`src/logic/bp_params.svh`:
```
// Size and width settings for the branch predictor, included by the package and the RTL
`ifndef BP_PARAMS_SVH
`define BP_PARAMS_SVH

// ~~~~~~~~~~~~~~~~~~~~
// Datapath
// ~~~~~~~~~~~~~~~~~~~~
`define BP_XLEN 32

// ~~~~~~~~~~~~~~~~~~~~
// Tables
// ~~~~~~~~~~~~~~~~~~~~
`define BP_BTB_ENTRIES 16
`define BP_GHR_BITS 5     // Also the PHT index width

// ~~~~~~~~~~~~~~~~~~~~
// Resolution queue
// ~~~~~~~~~~~~~~~~~~~~
`define BP_QUEUE_DEPTH 4  // Max unresolved control transfers

`endif

```
`src/logic/bp_pkg.sv`:
```
// Shared opcodes, branch kinds and block-to-block records, imported by the predictor RTL
`default_nettype none

`include "bp_params.svh"

package bp_pkg;

    localparam logic [6:0] OP_BRANCH = 7'b1100011;
    localparam logic [6:0] OP_JAL    = 7'b1101111;
    localparam logic [6:0] OP_JALR   = 7'b1100111;

    typedef enum logic [1:0] {
        KIND_NONE = 2'd0,
        KIND_COND = 2'd1,
        KIND_JUMP = 2'd2
    } br_kind_e;

    // ~~~~~~~~~~~~~~~~~~~~
    // Interface records
    // ~~~~~~~~~~~~~~~~~~~~
    typedef struct packed {
        logic [`BP_XLEN-1:0] pc;
        logic [6:0]          op;
    } lookup_req_t;

    typedef struct packed {
        logic                taken;
        logic [`BP_XLEN-1:0] target;
    } prediction_t;

    typedef struct packed {
        logic [`BP_XLEN-1:0]     pc;
        br_kind_e                kind;
        logic [`BP_GHR_BITS-1:0] pht_idx;  // Counter used at lookup
        logic                    taken;
        logic [`BP_XLEN-1:0]     target;
    } pred_rec_t;

    typedef struct packed {
        logic                taken;
        logic [`BP_XLEN-1:0] target;
    } resolve_t;

    typedef struct packed {
        logic [`BP_XLEN-1:0] pc;
        logic [`BP_XLEN-1:0] target;
        br_kind_e            kind;
    } btb_wr_t;

    typedef struct packed {
        logic [`BP_GHR_BITS-1:0] idx;
        logic                    up;
    } pht_train_t;

    typedef struct packed {
        logic [`BP_XLEN-1:0] pc;
    } redirect_t;

endpackage

`default_nettype wire

```
`src/logic/btb.sv`:
```
// Direct-mapped branch target buffer with full-pc tags, read by lookup and written by update
`timescale 1ns/1ps
`default_nettype none

`include "bp_params.svh"

module btb (
    input  logic                 clk,
    input  logic                 rst_n_i,
    input  logic [`BP_XLEN-1:0]  rd_pc_i,
    input  logic                 wr_valid_i,
    input  bp_pkg::btb_wr_t      wr_i,
    output logic                 hit_o,
    output bp_pkg::br_kind_e     kind_o,
    output logic [`BP_XLEN-1:0]  target_o
);
    import bp_pkg::*;

    localparam int IDX_BITS = $clog2(`BP_BTB_ENTRIES);

    logic [`BP_BTB_ENTRIES-1:0] valid_q;
    logic [`BP_XLEN-1:0]        tag_q    [`BP_BTB_ENTRIES];
    logic [`BP_XLEN-1:0]        target_q [`BP_BTB_ENTRIES];
    br_kind_e                   kind_q   [`BP_BTB_ENTRIES];

    logic [IDX_BITS-1:0] rd_idx;
    logic [IDX_BITS-1:0] wr_idx;

    assign rd_idx = rd_pc_i[IDX_BITS+1:2];    // Word-aligned pc bits
    assign wr_idx = wr_i.pc[IDX_BITS+1:2];

    // ~~~~~~~~~~~~~~~~~~~~
    // Read port
    // ~~~~~~~~~~~~~~~~~~~~
    assign hit_o    = valid_q[rd_idx] && (tag_q[rd_idx] == rd_pc_i);
    assign kind_o   = kind_q[rd_idx];
    assign target_o = target_q[rd_idx];

    // ~~~~~~~~~~~~~~~~~~~~
    // Write port
    // ~~~~~~~~~~~~~~~~~~~~
    always_ff @(posedge clk or negedge rst_n_i) begin
        if (!rst_n_i) begin
            valid_q <= '0;
        end else if (wr_valid_i) begin
            valid_q[wr_idx] <= 1'b1;
        end
    end

    always_ff @(posedge clk) begin
        if (wr_valid_i) begin
            tag_q[wr_idx]    <= wr_i.pc;
            target_q[wr_idx] <= wr_i.target;
            kind_q[wr_idx]   <= wr_i.kind;  // Whole entry replaced
        end
    end

endmodule

`default_nettype wire

```
`src/logic/gshare_pht.sv`:
```
// Gshare history register and 2-bit counter table, read at lookup and trained at resolution
`timescale 1ns/1ps
`default_nettype none

`include "bp_params.svh"

module gshare_pht (
    input  logic                    clk,
    input  logic                    rst_n_i,
    input  logic [`BP_XLEN-1:0]     rd_pc_i,
    input  logic                    train_valid_i,
    input  bp_pkg::pht_train_t      train_i,
    output logic [`BP_GHR_BITS-1:0] rd_idx_o,
    output logic                    rd_taken_o
);
    import bp_pkg::*;

    localparam int ENTRIES = 1 << `BP_GHR_BITS;

    logic [`BP_GHR_BITS-1:0] ghr_q;
    logic [1:0]              cnt_q [ENTRIES];
    logic [1:0]              cnt_cur;

    assign rd_idx_o   = rd_pc_i[`BP_GHR_BITS+1:2] ^ ghr_q;
    assign rd_taken_o = cnt_q[rd_idx_o][1];  // High bit predicts taken
    assign cnt_cur    = cnt_q[train_i.idx];

    always_ff @(posedge clk or negedge rst_n_i) begin
        if (!rst_n_i) begin
            for (int i = 0; i < ENTRIES; i++) begin
                cnt_q[i] <= 2'b01;  // Weakly not taken
            end
        end else if (train_valid_i) begin
            if (train_i.up && cnt_cur != 2'b11) begin
                cnt_q[train_i.idx] <= cnt_cur + 2'b01;
            end else if (!train_i.up && cnt_cur != 2'b00) begin
                cnt_q[train_i.idx] <= cnt_cur - 2'b01;
            end
        end
    end

    // Newest outcome enters at bit 0
    always_ff @(posedge clk or negedge rst_n_i) begin
        if (!rst_n_i) begin
            ghr_q <= '0;
        end else if (train_valid_i) begin
            ghr_q <= {ghr_q[`BP_GHR_BITS-2:0], train_i.up};
        end
    end

endmodule

`default_nettype wire

```
`src/logic/pred_queue.sv`:
```
// In-order queue of prediction records waiting for execute to resolve them
`timescale 1ns/1ps
`default_nettype none

module pred_queue #(
    parameter int DEPTH = 4
) (
    input  logic              clk,
    input  logic              rst_n_i,
    input  logic              push_i,
    input  bp_pkg::pred_rec_t rec_i,
    input  logic              pop_i,
    output bp_pkg::pred_rec_t head_o,
    output logic              empty_o,
    output logic              full_o
);
    import bp_pkg::*;

    localparam int PTR_BITS = (DEPTH > 1) ? $clog2(DEPTH) : 1;

    pred_rec_t                 mem_q [DEPTH];
    logic [PTR_BITS-1:0]       wr_ptr_q;
    logic [PTR_BITS-1:0]       rd_ptr_q;
    logic [$clog2(DEPTH+1)-1:0] count_q;

    assign empty_o = (count_q == '0);
    assign full_o  = (count_q == DEPTH[$clog2(DEPTH+1)-1:0]);

    // A record pushed this cycle is already visible when the queue is empty
    assign head_o = empty_o ? rec_i : mem_q[rd_ptr_q];

    function automatic logic [PTR_BITS-1:0] next_ptr(input logic [PTR_BITS-1:0] ptr);
        return (ptr == PTR_BITS'(DEPTH - 1)) ? '0 : ptr + 1'b1;
    endfunction

    always_ff @(posedge clk or negedge rst_n_i) begin
        if (!rst_n_i) begin
            wr_ptr_q <= '0;
            rd_ptr_q <= '0;
            count_q  <= '0;
        end else begin
            if (push_i) wr_ptr_q <= next_ptr(wr_ptr_q);
            if (pop_i)  rd_ptr_q <= next_ptr(rd_ptr_q);
            if (push_i && !pop_i) begin
                count_q <= count_q + 1'b1;
            end else if (!push_i && pop_i) begin
                count_q <= count_q - 1'b1;
            end
        end
    end

    always_ff @(posedge clk) begin
        if (push_i) mem_q[wr_ptr_q] <= rec_i;  // Payload only
    end

endmodule

`default_nettype wire

```
`src/logic/bp_lookup.sv`:
```
// Lookup stage that decodes the opcode, forms the registered prediction and queues the record
`timescale 1ns/1ps
`default_nettype none

`include "bp_params.svh"

module bp_lookup (
    input  logic                    clk,
    input  logic                    rst_n_i,
    input  logic                    lookup_valid_i,
    input  bp_pkg::lookup_req_t     lookup_req_i,
    input  logic                    btb_hit_i,
    input  bp_pkg::br_kind_e        btb_kind_i,
    input  logic [`BP_XLEN-1:0]     btb_target_i,
    input  logic [`BP_GHR_BITS-1:0] pht_idx_i,
    input  logic                    pht_taken_i,
    output logic                    pred_valid_o,
    output bp_pkg::prediction_t     prediction_o,
    output logic                    push_o,
    output bp_pkg::pred_rec_t       rec_o
);
    import bp_pkg::*;

    br_kind_e dec_kind;
    logic     pred_taken;
    logic [`BP_XLEN-1:0] pred_target;

    always_comb begin
        case (lookup_req_i.op)
            OP_BRANCH:       dec_kind = KIND_COND;
            OP_JAL, OP_JALR: dec_kind = KIND_JUMP;
            default:         dec_kind = KIND_NONE;
        endcase
    end

    // Jumps always taken on a hit, branches follow the counter
    assign pred_taken  = btb_hit_i && ((btb_kind_i == KIND_JUMP) ||
                         (btb_kind_i == KIND_COND && pht_taken_i));
    assign pred_target = pred_taken ? btb_target_i : lookup_req_i.pc + `BP_XLEN'd4;

    always_ff @(posedge clk or negedge rst_n_i) begin
        if (!rst_n_i) begin
            pred_valid_o <= 1'b0;
            push_o       <= 1'b0;
        end else begin
            pred_valid_o <= lookup_valid_i;
            push_o       <= lookup_valid_i && (dec_kind != KIND_NONE);
        end
    end

    always_ff @(posedge clk) begin
        prediction_o <= '{taken: pred_taken, target: pred_target};
        rec_o        <= '{pc: lookup_req_i.pc, kind: dec_kind, pht_idx: pht_idx_i,
                          taken: pred_taken, target: pred_target};
    end

endmodule

`default_nettype wire

```
`src/logic/bp_update.sv`:
```
// Update stage that pairs each resolution with the oldest record, trains the tables and redirects
`timescale 1ns/1ps
`default_nettype none

`include "bp_params.svh"

module bp_update (
    input  logic               clk,
    input  logic               rst_n_i,
    input  logic               resolve_valid_i,
    input  bp_pkg::resolve_t   resolve_i,
    input  bp_pkg::pred_rec_t  head_i,
    output logic               pop_o,
    output logic               btb_wr_valid_o,
    output bp_pkg::btb_wr_t    btb_wr_o,
    output logic               pht_train_valid_o,
    output bp_pkg::pht_train_t pht_train_o,
    output logic               redirect_valid_o,
    output bp_pkg::redirect_t  redirect_o
);
    import bp_pkg::*;

    logic mispredict;
    logic [`BP_XLEN-1:0] fix_pc;

    assign pop_o = resolve_valid_i;

    // Wrong direction, or right direction to the wrong place
    assign mispredict = (head_i.taken != resolve_i.taken) ||
                        (head_i.taken && resolve_i.taken && head_i.target != resolve_i.target);
    assign fix_pc     = resolve_i.taken ? resolve_i.target : head_i.pc + `BP_XLEN'd4;

    // ~~~~~~~~~~~~~~~~~~~~
    // Table training
    // ~~~~~~~~~~~~~~~~~~~~
    assign btb_wr_valid_o    = resolve_valid_i && resolve_i.taken;
    assign btb_wr_o          = '{pc: head_i.pc, target: resolve_i.target, kind: head_i.kind};
    assign pht_train_valid_o = resolve_valid_i && (head_i.kind == KIND_COND);
    assign pht_train_o       = '{idx: head_i.pht_idx, up: resolve_i.taken};

    // ~~~~~~~~~~~~~~~~~~~~
    // Redirect
    // ~~~~~~~~~~~~~~~~~~~~
    always_ff @(posedge clk or negedge rst_n_i) begin
        if (!rst_n_i) begin
            redirect_valid_o <= 1'b0;
        end else begin
            redirect_valid_o <= resolve_valid_i && mispredict;
        end
    end

    always_ff @(posedge clk) begin
        redirect_o.pc <= fix_pc;
    end

endmodule

`default_nettype wire

```
`src/logic/branch_predictor.sv`:
```
// Top level of the fetch branch predictor, wiring the tables, lookup, queue and update stages
`timescale 1ns/1ps
`default_nettype none

`include "bp_params.svh"

module branch_predictor (
    input  logic                clk,
    input  logic                rst_n_i,
    input  logic                lookup_valid_i,
    input  bp_pkg::lookup_req_t lookup_req_i,
    input  logic                resolve_valid_i,
    input  bp_pkg::resolve_t    resolve_i,
    output logic                pred_valid_o,
    output bp_pkg::prediction_t prediction_o,
    output logic                redirect_valid_o,
    output bp_pkg::redirect_t   redirect_o
);
    import bp_pkg::*;

    logic                    btb_hit;
    br_kind_e                btb_kind;
    logic [`BP_XLEN-1:0]     btb_target;
    logic [`BP_GHR_BITS-1:0] pht_idx;
    logic                    pht_taken;

    logic       q_push;
    logic       q_pop;
    logic       q_empty;  // Watched by the bound checker
    logic       q_full;
    pred_rec_t  q_rec;
    pred_rec_t  q_head;

    logic       btb_wr_valid;
    btb_wr_t    btb_wr;
    logic       pht_train_valid;
    pht_train_t pht_train;

    btb u_btb (
        .clk        (clk),
        .rst_n_i    (rst_n_i),
        .rd_pc_i    (lookup_req_i.pc),
        .wr_valid_i (btb_wr_valid),
        .wr_i       (btb_wr),
        .hit_o      (btb_hit),
        .kind_o     (btb_kind),
        .target_o   (btb_target)
    );

    gshare_pht u_pht (
        .clk           (clk),
        .rst_n_i       (rst_n_i),
        .rd_pc_i       (lookup_req_i.pc),
        .train_valid_i (pht_train_valid),
        .train_i       (pht_train),
        .rd_idx_o      (pht_idx),
        .rd_taken_o    (pht_taken)
    );

    bp_lookup u_lookup (
        .clk            (clk),
        .rst_n_i        (rst_n_i),
        .lookup_valid_i (lookup_valid_i),
        .lookup_req_i   (lookup_req_i),
        .btb_hit_i      (btb_hit),
        .btb_kind_i     (btb_kind),
        .btb_target_i   (btb_target),
        .pht_idx_i      (pht_idx),
        .pht_taken_i    (pht_taken),
        .pred_valid_o   (pred_valid_o),
        .prediction_o   (prediction_o),
        .push_o         (q_push),
        .rec_o          (q_rec)
    );

    pred_queue #(
        .DEPTH (`BP_QUEUE_DEPTH)
    ) u_queue (
        .clk     (clk),
        .rst_n_i (rst_n_i),
        .push_i  (q_push),
        .rec_i   (q_rec),
        .pop_i   (q_pop),
        .head_o  (q_head),
        .empty_o (q_empty),
        .full_o  (q_full)
    );

    bp_update u_update (
        .clk               (clk),
        .rst_n_i           (rst_n_i),
        .resolve_valid_i   (resolve_valid_i),
        .resolve_i         (resolve_i),
        .head_i            (q_head),
        .pop_o             (q_pop),
        .btb_wr_valid_o    (btb_wr_valid),
        .btb_wr_o          (btb_wr),
        .pht_train_valid_o (pht_train_valid),
        .pht_train_o       (pht_train),
        .redirect_valid_o  (redirect_valid_o),
        .redirect_o        (redirect_o)
    );

endmodule

`default_nettype wire

```
`config.mk`:
```
export PLATFORM = sky130hd
export DESIGN_NAME = branch_predictor
export DESIGN_NICKNAME = d
export VERILOG_FILES = /design/src/logic/bp_pkg.sv /design/src/logic/btb.sv /design/src/logic/gshare_pht.sv /design/src/logic/pred_queue.sv /design/src/logic/bp_lookup.sv /design/src/logic/bp_update.sv /design/src/logic/branch_predictor.sv
export VERILOG_INCLUDE_DIRS = /design/src /design/src/logic
export SDC_FILE = /design/constraint.sdc
export NUM_CORES = 2
export LEC_CHECK = 0
export CAP_MARGIN = 20
export CORE_ASPECT_RATIO = 1.5
export CORE_MARGIN = 8
export CORE_UTILIZATION = 50
export CTS_BUF_LIST = sky130_fd_sc_hd__clkbuf_4 sky130_fd_sc_hd__clkbuf_8
export DETAILED_ROUTE_END_ITERATION = 10
export DONT_BUFFER_PORTS = 1
export SETUP_SLACK_MARGIN = 0.5
export SLEW_MARGIN = 20
export SYNTH_ARGS = -nofsm -noshare
export SYNTH_HDL_FRONTEND = slang
export SYNTH_SLANG_ARGS = --single-unit
export TNS_END_PERCENT = 20
```
`constraint.sdc`:
```
create_clock -name clk -period 7.45 [get_ports clk]
set_input_delay 0.745 -clock clk [delete_from_list [all_inputs] [get_ports clk]]
set_output_delay 0.745 -clock clk [all_outputs]
set_load 0.01 [all_outputs]
```
==> results.md <==
- Number of buffers created by CTS: between 200 and 250
- Post-DP HPWL: roughly 110000 µm
- Top Family by Delay on Critical Path: simple AND/OR/NAND/NOR gates
- Filler Cells Inserted: roughly 9600
- PortBufs: 0
- Vias in the first global route: 33890
- MaxCap Viol Count: 0
- Avg WL per Cell: approximately 35 µm
- CP Launch Type: flop
- # Post-CTS Setup Buffers: 0
- Synth top area share: 0.6515
- Ordered list of cells on the worst path: mux4_2 > nand2_1 > nand2_1 > buf_4 > nand2_1 > a31oi_1 > o22ai_1 > or4_2 > ha_1 > nor2_1 > o21bai_1 > a211oi_1 > nand2_1 > nor2_1 > mux2_2
- First-pass GRT wire length: between 200000 and 300000 µm
- Global-route usage over all layers: 0.2704
- Pleak: between 20 and 25 nW
- Cell internal pwr: between 0.015 and 0.02 W
- Kind of end point of the critical path: flop
- Post-synth EDFFs: about 1300
- Post-route total power: approximately 0.023 W
- Worst Skew: between 30 and 40 ps
- Final Hold Fails: 0
- Combinational share of power: 0.211
- IO Count: roughly 140
- DRC errors left: 0
- Syn Inst Count: between 3000 and 4000
- Chip width: 303.4 µm
- GPL Wtd Cong: 0.8740
- Outcome: finished clean
- Routed wire length: roughly 180000 µm
- RSZ-0062 raised after global routing: false
- Area delta synth->final: 11.18%
- Synth warnings: 0
- Initial DRC count: 3182
- Final Critical Period: 5558 ps
- Nets: between 3000 and 4000
- Main flop type after synthesis: edfxtp_1
- Worst-margin pin slew: 1318 ps
- Peak VDD IR: 0.4740 mV
- TritonRoute pass-1 iters: 5
- Worst hold path class: in2reg
- Worst Path Buf+Inv: 1
- Ys async rst share: 0.06157
- Final period util: 0.7460
- Syn_nets: approximately 3300
- Clock H-tree levels: 4
- CTS resizes: 0
- Area leader, netlist: edfxtp_1
- Clk sinks: around 1500
- Yosys reg bits: 1543
- Final TNS setup: 0 ps
- TritonCTS clock tree: yes
- Die Ht: around 450 µm
- Largest net degree at the start of global routing: 305
- Worst-path maximum fanout: 34
- Sw power: ~0.0069 W
- Switching Share: 0.3033
- Clock Power Share: 0.301
- WL met1: a little under 70000 µm
- Commonest cells in the netlist: edfxtp_1, mux4_2, nand2_1
- Hold Buf Count CTS: 71
- Crit path DAT: around 6400 ps
- Worst-Skew Late Latency: 950 ps
- Die Footprint: around 140000 µm²
- Clock transition at path regs: approximately 60 ps
- Seq pwr share: 0.488
- Sequential element share of the synthesized area: 0.7241
- Met2 WL: between 90000 and 100000 µm
- Routed length on met3: 12530 µm
- DR vias/cell: approximately 6.3
- Clock Tree Buf Depth: 3
- Max incr delay on CP: between 1000 and 1500 ps
- WS Path Type: reg2reg
- Top sig layer: met4
- CP max-delay cell: or4_2
- Top-count cell post-synth: edfxtp_1
- CP most frequent cell: nand2_1
- Distinct cells, synth: between 80 and 90
- Setup Viol. Count Final: 0
- Core area: between 100000 and 150000 µm²
- Root buf cell: clkbuf_8
- Relative slew slack: 0.1211
- Worst EP required: 8260 ps
- Initial antenna violation count: 11
- Initial Utilization: 0.5022
- Top post-synthesis cells by area: edfxtp_1, mux4_2, dfxtp_1
- PwrDens: ~330 nW/µm²
- Average size of a mapped cell: 19.10 µm²
- Share of layout cells above drive strength 1: 0.2776
- ANT nets after route: 0
- Synth Cell Area: roughly 62000 µm²
- Vias after detailed routing: around 33000
- Global route total overflow: 0
- Fmax: 179.9 MHz
- Num rows: roughly 160
- Number of max-slew violations in the final report: 0
-- layer usage --
metal | global-route usage | vias up
li1 | - | 13370
met1 | 0.3265 | 17690
met2 | 0.4720 | 1498
met3 | 0.05320 | 354
met4 | 0.1151 | 0
met5 | 0 | -
-- per-stage QoR --
stage	setup WS, ps	hold WS, ps	std cells	area, µm²	util
after floorplan	1985	430.1	3244	61950	-
after global placement	1495	444.5	4715	63480	0.5146
after detailed placement	1979	448.6	4718	63530	0.5150
after CTS	1950	0.3422	5197	68790	0.5576
after global routing	1564	30.87	5202	68850	0.5581
final	1892	93.89	5212	68880	0.5583
-- cell usage in the layout (no fill, tap or decap), drive strengths merged, types with 7 or more instances in the layout --
cell and n:
a21oi 17, dfrtp 63, o211ai 7, inv 43, mux2i 161, ha 14, or2 17, nand2b 8
diode 13, dfxtp 104, a22oi 24, nand3 29, o21ai 44, xnor2 56, nor3 21, a221oi 12
mux2 134, dlygate4sd3 69, mux4 324, o22ai 18, clkbuf 335, nor2b 18, buf 72, nand4 35
xor2 64, a31oi 16, and2 35, clkinv 56, nor4 11, dfstp 32, edfxtp 1344, a211oi 22
and3 8, nand2 169, nor2 116
-- path summary, 6_finish.rpt --
path	endpoint	slack [ps]	cells after the start	startpoint
max	u_pht.cnt_q[29]	1890	15	u_queue.rd_ptr_q[0]
min	u_lookup.push_o	90	2	lookup_req_i[3]
max reg2reg	u_pht.cnt_q[29]	1890	15	u_queue.rd_ptr_q[0]
min reg2reg	u_btb.valid_q[12]	470	1	u_btb.valid_q[12]
max in group asynchronous	async pin	6510	2	rst_n_i
min in group asynchronous	u_queue.rd_ptr_q[0]	460	2	rst_n_i
-- flip-flops by register name, indices dropped and copies added (netlist names), named ones only --
name / flops
u_lookup.prediction_o: 33
u_update.redirect_valid_o: 1
u_lookup.push_o: 1
u_lookup.rec_o: 39
u_pht.ghr_q: 5
u_lookup.pred_valid_o: 1
u_btb.valid_q: 16
u_queue.rd_ptr_q: 2
u_update.redirect_o: 32
u_queue.count_q: 3
u_pht.cnt_q: 32
u_btb.tag_q: 512
u_queue.wr_ptr_q: 2
u_queue.mem_q: 288
u_btb.kind_q: 32
u_btb.target_q: 512
-- layout make-up --
| type | count | area (µm²) | share of cell area |
|---|---|---|---|
| Tap cell | 1600 | 2002 | 0.02907 |
| Antenna cell | 13 | 32.53 | 0.0004723 |
| Clock inverter | 73 | 514.2 | 0.007466 |
| Clock buffer | 335 | 4004 | 0.05813 |
| Multi-Input combinational cell | 1475 | 15960 | 0.2317 |
| Sequential cell | 1543 | 44870 | 0.6514 |
| Timing Repair Buffer | 141 | 1374 | 0.01995 |
| Inverter | 32 | 122.6 | 0.001780 |
-- kinds of logic after synthesis --
group | count (synthesis) | synth area share
flip-flops | 1543 | 0.7241
multiplexers | 619 | 0.1702
AND/OR/NAND/NOR | 512 | 0.04086
buffers and inverters | 226 | 0.02072
AO/OA/AOI/OAI | 209 | 0.02391
XOR/XNOR | 120 | 0.01709
adder cells (fa/ha/maj) | 15 | 0.003151
-- power groups by stage --
stage | logic [W] | clock network [W] | registers [W]
global route | 0.00503 | 0.00727 | 0.0111
floorplan | 0.00294 | 0 | 0.0111
detailed placement | 0.00464 | 0 | 0.0112
global placement | 0.00458 | 0 | 0.0112
CTS | 0.00476 | 0.00696 | 0.0111
finish | 0.00479 | 0.00683 | 0.0111
-- worst reg2reg max path, delay by kind of cell (launching register included) --
kind | cells | cell delay, ps
and+or+nand+nor | 7 | 2720
muxes | 2 | 790
AOI/OAI and AO/OA | 4 | 650
DFF | 1 | 620
adders and majority gates | 1 | 350
buffers and inverters | 1 | 300
Power figures use the tool's default switching activity.
